==> src/hdl/macc_consts.svh <==
// ------------------------------
// widths are fixed project-wide, no module overrides them
// READ_LATENCY must match the pad RAM pipeline depth
// ------------------------------
`ifndef MACC_CONSTS_SVH
`define MACC_CONSTS_SVH

// ------------------------------
// datapath widths
// ------------------------------
`define MACC_DATA_WIDTH 16 // ifmap, weight, external psum
`define MACC_LEN_WIDTH 4 // conv length count
`define MACC_FILT_WIDTH 4 // filter / channel count

// 2*data + len, so 15 products of full-scale operands never overflow
`define MACC_ACC_WIDTH (2*`MACC_DATA_WIDTH + `MACC_LEN_WIDTH)

// ------------------------------
// pad interface
// ------------------------------
`define MACC_READ_LATENCY 2 // address to data, in cycles

`endif

==> src/hdl/macc_pkg.sv <==
// ------------------------------
// shared types of the MAC processing element
// ------------------------------
`default_nettype none

`include "macc_consts.svh"

package macc_pkg;

  // ------------------------------
  // data and count types
  // ------------------------------
  typedef logic signed [`MACC_DATA_WIDTH-1:0] data_t; // pad word
  typedef logic signed [`MACC_ACC_WIDTH-1:0] acc_t; // accumulator word
  typedef logic [`MACC_LEN_WIDTH-1:0] len_t; // index within one sum
  typedef logic [`MACC_FILT_WIDTH-1:0] filt_t; // filter or channel index

  // ------------------------------
  // sequencer FSM
  // ------------------------------
  typedef enum logic [2:0] {
    IDLE = 3'b000,
    MUL_RUN = 3'b001, // issuing weight/ifmap pairs
    MUL_END = 3'b011, // gap cycle between filters
    ACC_RUN = 3'b101, // issuing psum pairs
    ACC_END = 3'b100
  } seq_state_t;

endpackage

`default_nettype wire

==> src/hdl/psum_sequencer.sv <==
// ------------------------------
// begin pulses only act in IDLE, both high together starts nothing
// conv_len and filter_num must be held stable for the whole run
// ------------------------------
`timescale 1ns/1ps
`default_nettype none

`include "macc_consts.svh"

module psum_sequencer (
  input logic clk,
  input logic rst_n,
  input logic mac_begin,
  input logic acc_begin,
  input macc_pkg::len_t conv_len,
  input macc_pkg::filt_t filter_num,
  output logic issue,
  output logic issue_first,
  output logic issue_last,
  output logic issue_acc,
  output logic issue_end,
  output logic mul_enable,
  output logic acc_enable,
  output macc_pkg::len_t cnt_a,
  output macc_pkg::filt_t cnt_b
);

  macc_pkg::seq_state_t state_q;
  macc_pkg::seq_state_t state_d;
  macc_pkg::len_t len_last;
  macc_pkg::filt_t filt_last;
  logic a_at_len; // last pair of the current sum
  logic b_at_filt; // last filter of the sweep
  logic a_at_filt; // last channel of the accumulation

  assign len_last = conv_len - 1'b1;
  assign filt_last = filter_num - 1'b1;

  assign a_at_len = (cnt_a == len_last);
  assign b_at_filt = (cnt_b == filt_last);
  assign a_at_filt = (cnt_a == filt_last);

  // ------------------------------
  // state register and next state
  // ------------------------------
  always_ff @(posedge clk or negedge rst_n) begin
    if (!rst_n) begin
      state_q <= macc_pkg::IDLE;
    end else begin
      state_q <= state_d;
    end
  end

  always_comb begin
    state_d = state_q;
    case (state_q)
      macc_pkg::IDLE: begin
        if (mac_begin && !acc_begin) begin
          state_d = macc_pkg::MUL_RUN;
        end else if (acc_begin && !mac_begin) begin
          state_d = macc_pkg::ACC_RUN;
        end
      end
      macc_pkg::MUL_RUN: begin
        if (a_at_len) begin
          state_d = macc_pkg::MUL_END;
        end
      end
      macc_pkg::MUL_END: begin
        state_d = b_at_filt ? macc_pkg::IDLE : macc_pkg::MUL_RUN;
      end
      macc_pkg::ACC_RUN: begin
        if (a_at_filt) begin
          state_d = macc_pkg::ACC_END;
        end
      end
      macc_pkg::ACC_END: state_d = macc_pkg::IDLE;
      default: state_d = macc_pkg::IDLE;
    endcase
  end

  // ------------------------------
  // pad address counters
  // ------------------------------
  always_ff @(posedge clk or negedge rst_n) begin
    if (!rst_n) begin
      cnt_a <= '0;
      cnt_b <= '0;
    end else begin
      case (state_q)
        macc_pkg::MUL_RUN: cnt_a <= a_at_len ? '0 : cnt_a + 1'b1; // cnt_b held
        macc_pkg::MUL_END: cnt_b <= b_at_filt ? '0 : cnt_b + 1'b1; // next filter
        macc_pkg::ACC_RUN: cnt_a <= a_at_filt ? '0 : cnt_a + 1'b1; // channel index
        default: begin
          cnt_a <= '0;
          cnt_b <= '0;
        end
      endcase
    end
  end

  // ------------------------------
  // issue tags, straight from state
  // ------------------------------
  assign mul_enable = (state_q == macc_pkg::MUL_RUN);
  assign acc_enable = (state_q == macc_pkg::ACC_RUN);

  assign issue = mul_enable | acc_enable;
  assign issue_acc = acc_enable;

  // every psum addition is a complete sum on its own
  assign issue_first = mul_enable ? (cnt_a == '0) : acc_enable;
  assign issue_last = mul_enable ? a_at_len : acc_enable;
  assign issue_end = (mul_enable & a_at_len & b_at_filt) | (acc_enable & a_at_filt);

endmodule

`default_nettype wire

==> src/hdl/operand_stage.sv <==
// ------------------------------
// pad data must be valid READ_LATENCY cycles after the issue cycle
// operands are registered one cycle later, together with their tags
// ------------------------------
`timescale 1ns/1ps
`default_nettype none

`include "macc_consts.svh"

module operand_stage (
  input logic clk,
  input logic rst_n,
  input logic issue,
  input logic issue_first,
  input logic issue_last,
  input logic issue_acc,
  input logic issue_end,
  input macc_pkg::data_t weight_in,
  input macc_pkg::data_t ifmap_in,
  input macc_pkg::data_t external_psum,
  input macc_pkg::acc_t internal_psum,
  output logic op_valid,
  output logic op_first,
  output logic op_last,
  output logic op_acc,
  output logic op_end,
  output macc_pkg::data_t op_weight,
  output macc_pkg::data_t op_ifmap,
  output macc_pkg::data_t op_ext_psum,
  output macc_pkg::acc_t op_int_psum
);

  // {valid, first, last, acc, end}
  logic [4:0] tag_pipe [`MACC_READ_LATENCY];
  logic [4:0] tag_out;
  logic mul_hit; // product operands are on the pads
  logic acc_hit; // psum operands are on the pads

  // ------------------------------
  // tag delay line, one slot per item in flight
  // ------------------------------
  always_ff @(posedge clk or negedge rst_n) begin
    if (!rst_n) begin
      for (int i = 0; i < `MACC_READ_LATENCY; i++) begin
        tag_pipe[i] <= '0;
      end
    end else begin
      tag_pipe[0] <= {issue, issue_first, issue_last, issue_acc, issue_end};
      for (int i = 1; i < `MACC_READ_LATENCY; i++) begin
        tag_pipe[i] <= tag_pipe[i-1];
      end
    end
  end

  assign tag_out = tag_pipe[`MACC_READ_LATENCY-1];
  assign mul_hit = tag_out[4] & ~tag_out[1];
  assign acc_hit = tag_out[4] & tag_out[1];

  // ------------------------------
  // operand capture
  // ------------------------------
  always_ff @(posedge clk or negedge rst_n) begin
    if (!rst_n) begin
      {op_valid, op_first, op_last, op_acc, op_end} <= '0;
    end else begin
      {op_valid, op_first, op_last, op_acc, op_end} <= tag_out;
    end
  end

  always_ff @(posedge clk) begin
    if (mul_hit) begin
      op_weight <= weight_in;
      op_ifmap <= ifmap_in;
    end
    if (acc_hit) begin
      op_ext_psum <= external_psum; // psum pair for channel cnt_a
      op_int_psum <= internal_psum;
    end
  end

endmodule

`default_nettype wire

==> src/hdl/macc_unit.sv <==
// ------------------------------
// products: store 2 cycles after op_valid, psum adds: 1 cycle
// finish pulses 1 cycle after the store of the item tagged op_end
// ------------------------------
`timescale 1ns/1ps
`default_nettype none

`include "macc_consts.svh"

module macc_unit (
  input logic clk,
  input logic rst_n,
  input logic op_valid,
  input logic op_first,
  input logic op_last,
  input logic op_acc,
  input logic op_end,
  input macc_pkg::data_t op_weight,
  input macc_pkg::data_t op_ifmap,
  input macc_pkg::data_t op_ext_psum,
  input macc_pkg::acc_t op_int_psum,
  output macc_pkg::acc_t accum_out,
  output logic psum_store,
  output logic mac_finish,
  output logic acc_finish
);

  logic signed [2*`MACC_DATA_WIDTH-1:0] prod_q; // full-width product
  logic mul_valid;
  logic mul_first;
  logic mul_last;
  logic mul_end;
  logic add_hit; // psum pair this cycle
  logic store_end; // pending store closes the run
  logic store_acc; // pending store came from a psum add

  assign add_hit = op_valid & op_acc;

  // ------------------------------
  // multiply stage
  // ------------------------------
  always_ff @(posedge clk) begin
    if (op_valid && !op_acc) begin
      prod_q <= op_weight * op_ifmap; // signed x signed
    end
  end

  always_ff @(posedge clk or negedge rst_n) begin
    if (!rst_n) begin
      {mul_valid, mul_first, mul_last, mul_end} <= '0;
    end else begin
      mul_valid <= op_valid & ~op_acc;
      mul_first <= op_first;
      mul_last <= op_last;
      mul_end <= op_end;
    end
  end

  // ------------------------------
  // accumulate / psum add stage
  // ------------------------------
  always_ff @(posedge clk or negedge rst_n) begin
    if (!rst_n) begin
      accum_out <= '0;
    end else if (add_hit) begin
      accum_out <= macc_pkg::acc_t'(op_ext_psum) + op_int_psum; // sign-extended external
    end else if (mul_valid) begin
      if (mul_first) begin
        accum_out <= macc_pkg::acc_t'(prod_q); // new sum starts here
      end else begin
        accum_out <= accum_out + macc_pkg::acc_t'(prod_q);
      end
    end
  end

  // ------------------------------
  // store strobe and finish flags
  // ------------------------------
  always_ff @(posedge clk or negedge rst_n) begin
    if (!rst_n) begin
      psum_store <= 1'b0;
      store_end <= 1'b0;
      store_acc <= 1'b0;
      mac_finish <= 1'b0;
      acc_finish <= 1'b0;
    end else begin
      psum_store <= add_hit | (mul_valid & mul_last);
      store_end <= (add_hit & op_end) | (mul_valid & mul_last & mul_end);
      store_acc <= add_hit;
      mac_finish <= psum_store & store_end & ~store_acc;
      acc_finish <= psum_store & store_end & store_acc;
    end
  end

endmodule

`default_nettype wire

==> src/hdl/macc_control_top.sv <==
// ------------------------------
// pads are external, data returns READ_LATENCY cycles after cnt_a/cnt_b
// ------------------------------
`timescale 1ns/1ps
`default_nettype none

`include "macc_consts.svh"

module macc_control_top (
  input logic clk,
  input logic rst_n,
  input logic mac_begin,
  input logic acc_begin,
  input macc_pkg::len_t conv_len,
  input macc_pkg::filt_t filter_num,
  input macc_pkg::data_t weight_in,
  input macc_pkg::data_t ifmap_in,
  input macc_pkg::data_t external_psum,
  input macc_pkg::acc_t internal_psum,
  output logic mul_enable,
  output logic acc_enable,
  output macc_pkg::len_t cnt_a,
  output macc_pkg::filt_t cnt_b,
  output macc_pkg::acc_t accum_out,
  output logic psum_store,
  output logic mac_finish,
  output logic acc_finish
);

  // ------------------------------
  // sequencer to operand stage
  // ------------------------------
  logic issue;
  logic issue_first;
  logic issue_last;
  logic issue_acc;
  logic issue_end;

  // ------------------------------
  // operand stage to MAC
  // ------------------------------
  logic op_valid;
  logic op_first;
  logic op_last;
  logic op_acc;
  logic op_end;
  macc_pkg::data_t op_weight;
  macc_pkg::data_t op_ifmap;
  macc_pkg::data_t op_ext_psum;
  macc_pkg::acc_t op_int_psum;

  psum_sequencer u_seq (
    .clk (clk),
    .rst_n (rst_n),
    .mac_begin (mac_begin),
    .acc_begin (acc_begin),
    .conv_len (conv_len),
    .filter_num (filter_num),
    .issue (issue),
    .issue_first (issue_first),
    .issue_last (issue_last),
    .issue_acc (issue_acc),
    .issue_end (issue_end),
    .mul_enable (mul_enable),
    .acc_enable (acc_enable),
    .cnt_a (cnt_a),
    .cnt_b (cnt_b)
  );

  operand_stage u_ops (
    .clk (clk),
    .rst_n (rst_n),
    .issue (issue),
    .issue_first (issue_first),
    .issue_last (issue_last),
    .issue_acc (issue_acc),
    .issue_end (issue_end),
    .weight_in (weight_in),
    .ifmap_in (ifmap_in),
    .external_psum (external_psum),
    .internal_psum (internal_psum),
    .op_valid (op_valid),
    .op_first (op_first),
    .op_last (op_last),
    .op_acc (op_acc),
    .op_end (op_end),
    .op_weight (op_weight),
    .op_ifmap (op_ifmap),
    .op_ext_psum (op_ext_psum),
    .op_int_psum (op_int_psum)
  );

  macc_unit u_mac (
    .clk (clk),
    .rst_n (rst_n),
    .op_valid (op_valid),
    .op_first (op_first),
    .op_last (op_last),
    .op_acc (op_acc),
    .op_end (op_end),
    .op_weight (op_weight),
    .op_ifmap (op_ifmap),
    .op_ext_psum (op_ext_psum),
    .op_int_psum (op_int_psum),
    .accum_out (accum_out),
    .psum_store (psum_store),
    .mac_finish (mac_finish),
    .acc_finish (acc_finish)
  );

endmodule

`default_nettype wire

==> config.mk <==
export PLATFORM = sky130hd
export DESIGN_NAME = macc_control_top
export DESIGN_NICKNAME = d
export VERILOG_FILES = /design/src/hdl/macc_pkg.sv /design/src/hdl/psum_sequencer.sv /design/src/hdl/operand_stage.sv /design/src/hdl/macc_unit.sv /design/src/hdl/macc_control_top.sv
export VERILOG_INCLUDE_DIRS = /design/src /design/src/hdl
export SDC_FILE = /design/constraint.sdc
export NUM_CORES = 1
export LEC_CHECK = 0
export BUFFER_PORTS_ARGS = -buffer_cell sky130_fd_sc_hd__buf_2
export CORE_AREA = 2 2 247 151
export DETAILED_ROUTE_END_ITERATION = 16
export DIE_AREA = 0 0 249 153
export PLACE_DENSITY = 0.81
export RECOVER_POWER = 25
export SLEW_MARGIN = 10
export SYNTH_ARGS = -nofsm -noshare
export SYNTH_HDL_FRONTEND = slang
export SYNTH_HIERARCHICAL = 1
export SYNTH_SLANG_ARGS = --single-unit
==> constraint.sdc <==
create_clock -name clk -period 6.1 [get_ports clk]
set_clock_uncertainty 0.1 [all_clocks]
set_input_delay 1.22 -clock clk [delete_from_list [all_inputs] [get_ports clk]]
set_output_delay 1.22 -clock clk [all_outputs]
set_load 0.03 [all_outputs]
==> results.yml <==
layout:
  syn_to_final_growth_pct: 13.83
  fillers: 2805
  fin_nets: 2760
  drive_gt1_frac: 0.1570
  utilization: 0.6416
  fin_cells: 2731
  diodes: 0
clock_network:
  clk_latency_ns: 0.47
  cts_buffer_depth: 2
  cts-hold-fix-buffers: 0
  cts-root-buf: "clkbuf_16"
  clock-sinks: 187
  clk_pin_slew_ns: 0.09
  htreeDepth: 4
  cts_buffers: 17
  cts_tree: "done"
global_routing:
  grtUsageMet1: 0.4191
  grt_max_degree: 73
  grt_util_all_layers: 0.2778
  use_met2: 0.4072
  first_global_vias: 15650
  grt_busiest_layer: "met1"
  antenna_found_initial: 1
  grt_pass1_wl_um: 83150
  grt-ovfl-total: 0
  grt_util_met3: 0.06386
run_status:
  outcome: "finished with violations"
  violations: "max-capacitance violations, max-slew violations, negative setup slack"
drt:
  wl_um: 51090
  routedWlPerCell_um: 18.71
  drt_iter0_drc: 1342
  vias_per_cell: 5.686
  vias: 15530
  drc_errors: 0
  ant_nets: 0
  firstDrtPassIters: 5
floorplanning:
  die_height_um: 153
  start_util: 0.5637
  rows: 54
  die_width_um: 249
  die_area_um2: 38100
  coreArea_um2: 35880
  num_io_pins: 145
sta:
  relSlewSlack: -0.2927
  maxSlewViolCount: 34
  setup_viol: 8
  hold_viol: 0
  tightest_slew_ns: 1.939
  rsz0062_at_grt: "yes"
  fin_crit_sh: 1.036
  setup_ws_ns: -0.2185
  fin_crit_ns: 6.319
  fmax_mhz: 158.3
place:
  portBuffers: 144
  dp_slack_ns: -0.2916
  dp_hpwl_um: 41110
  placedCellCount: 2684
  place_congestion: 0.9547
yosys:
  async_reset_ff_frac: 0.3797
  synth_compound_area_frac: 0.1247
  yosys.area.top_type: "fa_1"
  synth_area_leaders: "fa_1 (26%), edfxtp_1 (17%), ha_1 (9.8%)"
  ys_types: 77
  netlist_area_um2: 20220
  syn-num-nets: 2553
  ys_ff_latch: 187
  avgSynthCellArea_um2: 9.938
  synth.top_cell.area_share: 0.2613
  synth_top_family_by_area: "adder cells"
  synthAdderAreaFrac: 0.3591
  synthXorXnorAreaFrac: 0.04925
  synthSimpleGateAreaFrac: 0.1293
  syn_inst: 2035
  synth.area.mux_share: 0.004022
  synth_ff_type: "edfxtp_1"
  ys.warnings.count: 6
  synth-edff-count: 116
  seq_area_frac_synth: 0.2601
setup_path:
  rr_worst_depth: 23
  cp-end-kind: "flip-flop"
  cp_data_arrival_time_ns: 6.44
  rr_startpoint: "u_ops/op_ifmap[5]$_DFFE_PP_"
  start_kind: "flip-flop"
  r2r_slack_ns: -0.22
  crit_type: "flip-flop to flip-flop"
  r2r-end: "u_mac/prod_q[30]$_DFFE_PP_"
  worstPathMaxFanout: 5
  cp.required_ns: 6.22
flow_run:
  max-cap-violations: 1
hold_path:
  hold_path_class: "flip-flop to flip-flop"
  whs_endpoint: "u_mac/mul_first$_DFF_PN0_"
  min_path_cells: 0
  hp-start: "u_ops/op_first$_DFF_PN0_"
[stage by stage]
step	TNS [ns]	cell area, um2	hold slack, ns
global placement	-0.4001	22060	0.2317
CTS	-0.6568	22820	0.2455
global route	-3.031	23020	0.2550
detailed placement	-1.400	22060	0.2346
finish	-0.8995	23020	0.2444
floorplan	0	20280	0.2312
[layout by cell type (no fill, tap or decap), types with 8 or more instances in the layout]
master	synthesis	routed
clkbuf_1	59	10
xor2_1	39	39
xnor2_1	71	70
o21bai_1	13	13
buf_6	2	11
nor3_1	12	12
o21ai_0	51	49
and3_1	12	12
a21oi_2	2	10
o211ai_1	40	40
ha_1	158	153
a211oi_1	9	9
fa_1	264	257
nand2b_1	18	18
edfxtp_1	116	116
clkbuf_16	0	17
inv_1	320	315
nand2_1	228	226
nor2b_1	14	12
dfrtp_1	71	69
o21ai_1	32	29
nand3_1	27	25
buf_2	0	135
o21ai_2	3	8
or3_1	9	9
a21oi_1	98	90
nor2_1	61	60
a21o_1	59	59
and2_4	0	10
and2_1	122	112
buf_4	1	98
a31oi_1	11	11
[sequential cells by signal (all words and copies together) (netlist names), 3 cells and up]
signal             flops
u_mac/accum_out       36
u_ops/op_ext_psum     16
u_ops/op_int_psum     36
u_ops/op_ifmap        16
u_seq/state_q          3
u_seq/cnt_a            4
u_seq/cnt_b            4
u_mac/prod_q          32
u_ops/tag_pipe         5
u_ops/op_weight       16
u_ops/tag_out          5
[worst max-delay path, cell delays in order (launching register included)]
cell,delay [ns]
edfxtp_1,0.52
and2_4,0.20
fa_1,0.50
inv_1,0.06
fa_1,0.49
inv_2,0.04
fa_1,0.49
fa_1,0.50
fa_1,0.49
inv_1,0.05
fa_1,0.49
inv_2,0.05
ha_4,0.21
a21o_1,0.19
a21oi_2,0.12
o21bai_1,0.09
a21o_1,0.19
a221oi_4,0.30
o21ai_2,0.13
a221o_1,0.41
nand4_1,0.11
nand3b_1,0.10
a21oi_2,0.15
xnor2_1,0.08
[layout make-up]
class	count	area, um2	area share
Clock buffer	17	425.4	0.01848
Clock inverter	15	198.9	0.008642
Inverter	323	1212	0.05267
Multi-Input combinational cell	1457	13710	0.5957
Sequential cell	187	5263	0.2286
Tap cell	476	595.6	0.02587
Timing Repair Buffer	256	1613	0.07006
[worst max-delay path by stage]
stage | start | end | slack, ns
after CTS | u_ops/op_ifmap[4]$_DFFE_PP_ | u_mac/prod_q[25]$_DFFE_PP_ | -0.16
final | u_ops/op_ifmap[5]$_DFFE_PP_ | u_mac/prod_q[30]$_DFFE_PP_ | -0.22
after global placement | u_ops/op_ifmap[4]$_DFFE_PP_ | u_mac/prod_q[30]$_DFFE_PP_ | -0.11
after detailed placement | u_ops/op_ifmap[5]$_DFFE_PP_ | u_mac/prod_q[25]$_DFFE_PP_ | -0.29
after global routing | u_ops/op_ifmap[4]$_DFFE_PP_ | u_mac/prod_q[30]$_DFFE_PP_ | -0.40
after floorplan | u_ops/op_ifmap[4]$_DFFE_PP_ | u_mac/prod_q[30]$_DFFE_PP_ | 0.00005
[cell families (layout without fill, tap and decap cells)]
kind of cell / after synthesis / after routing
multiplexers: 8 / 8
AND/OR/NAND/NOR: 534 / 534
XOR/XNOR: 112 / 112
AO/OA/AOI/OAI: 381 / 381
flip-flops: 187 / 187
buffers and inverters: 391 / 611
adder cells (fa/ha/maj): 422 / 422
[Yosys cell counts, types with 12 or more instances]
cell type  count
nor3_1        12
dfrtp_1       71
a21o_1        59
nor2_1        61
fa_1         264
a21oi_1       98
o21ai_0       51
xnor2_1       71
o21ai_1       32
and3_1        12
nand2b_1      18
nand3_1       27
o211ai_1      40
inv_1        320
clkbuf_1      59
xor2_1        39
nand2_1      228
and2_1       122
ha_1         158
nor2b_1       14
edfxtp_1     116
o21bai_1      13
[per-layer routing]
metal | up-vias | wire [um]
li1 | 7100 | -
met1 | 7745 | 22760
met2 | 605 | 22530
met3 | 78 | 4753
met4 | 0 | 1047
met5 | - | 0
[repair_timing]
action | 4_1_cts | 5_1_grt
setup endpoints to repair | 10 | 11
pin swaps | 17 | 41
endpoints found under the hold margin | 0 | 0
resized for setup | 27 | 35
buffers inserted | 8 | 8
Power is left out: the tool's default activity adds up to more than one toggle a clock period on the data nets, which glitch-free logic cannot reach.
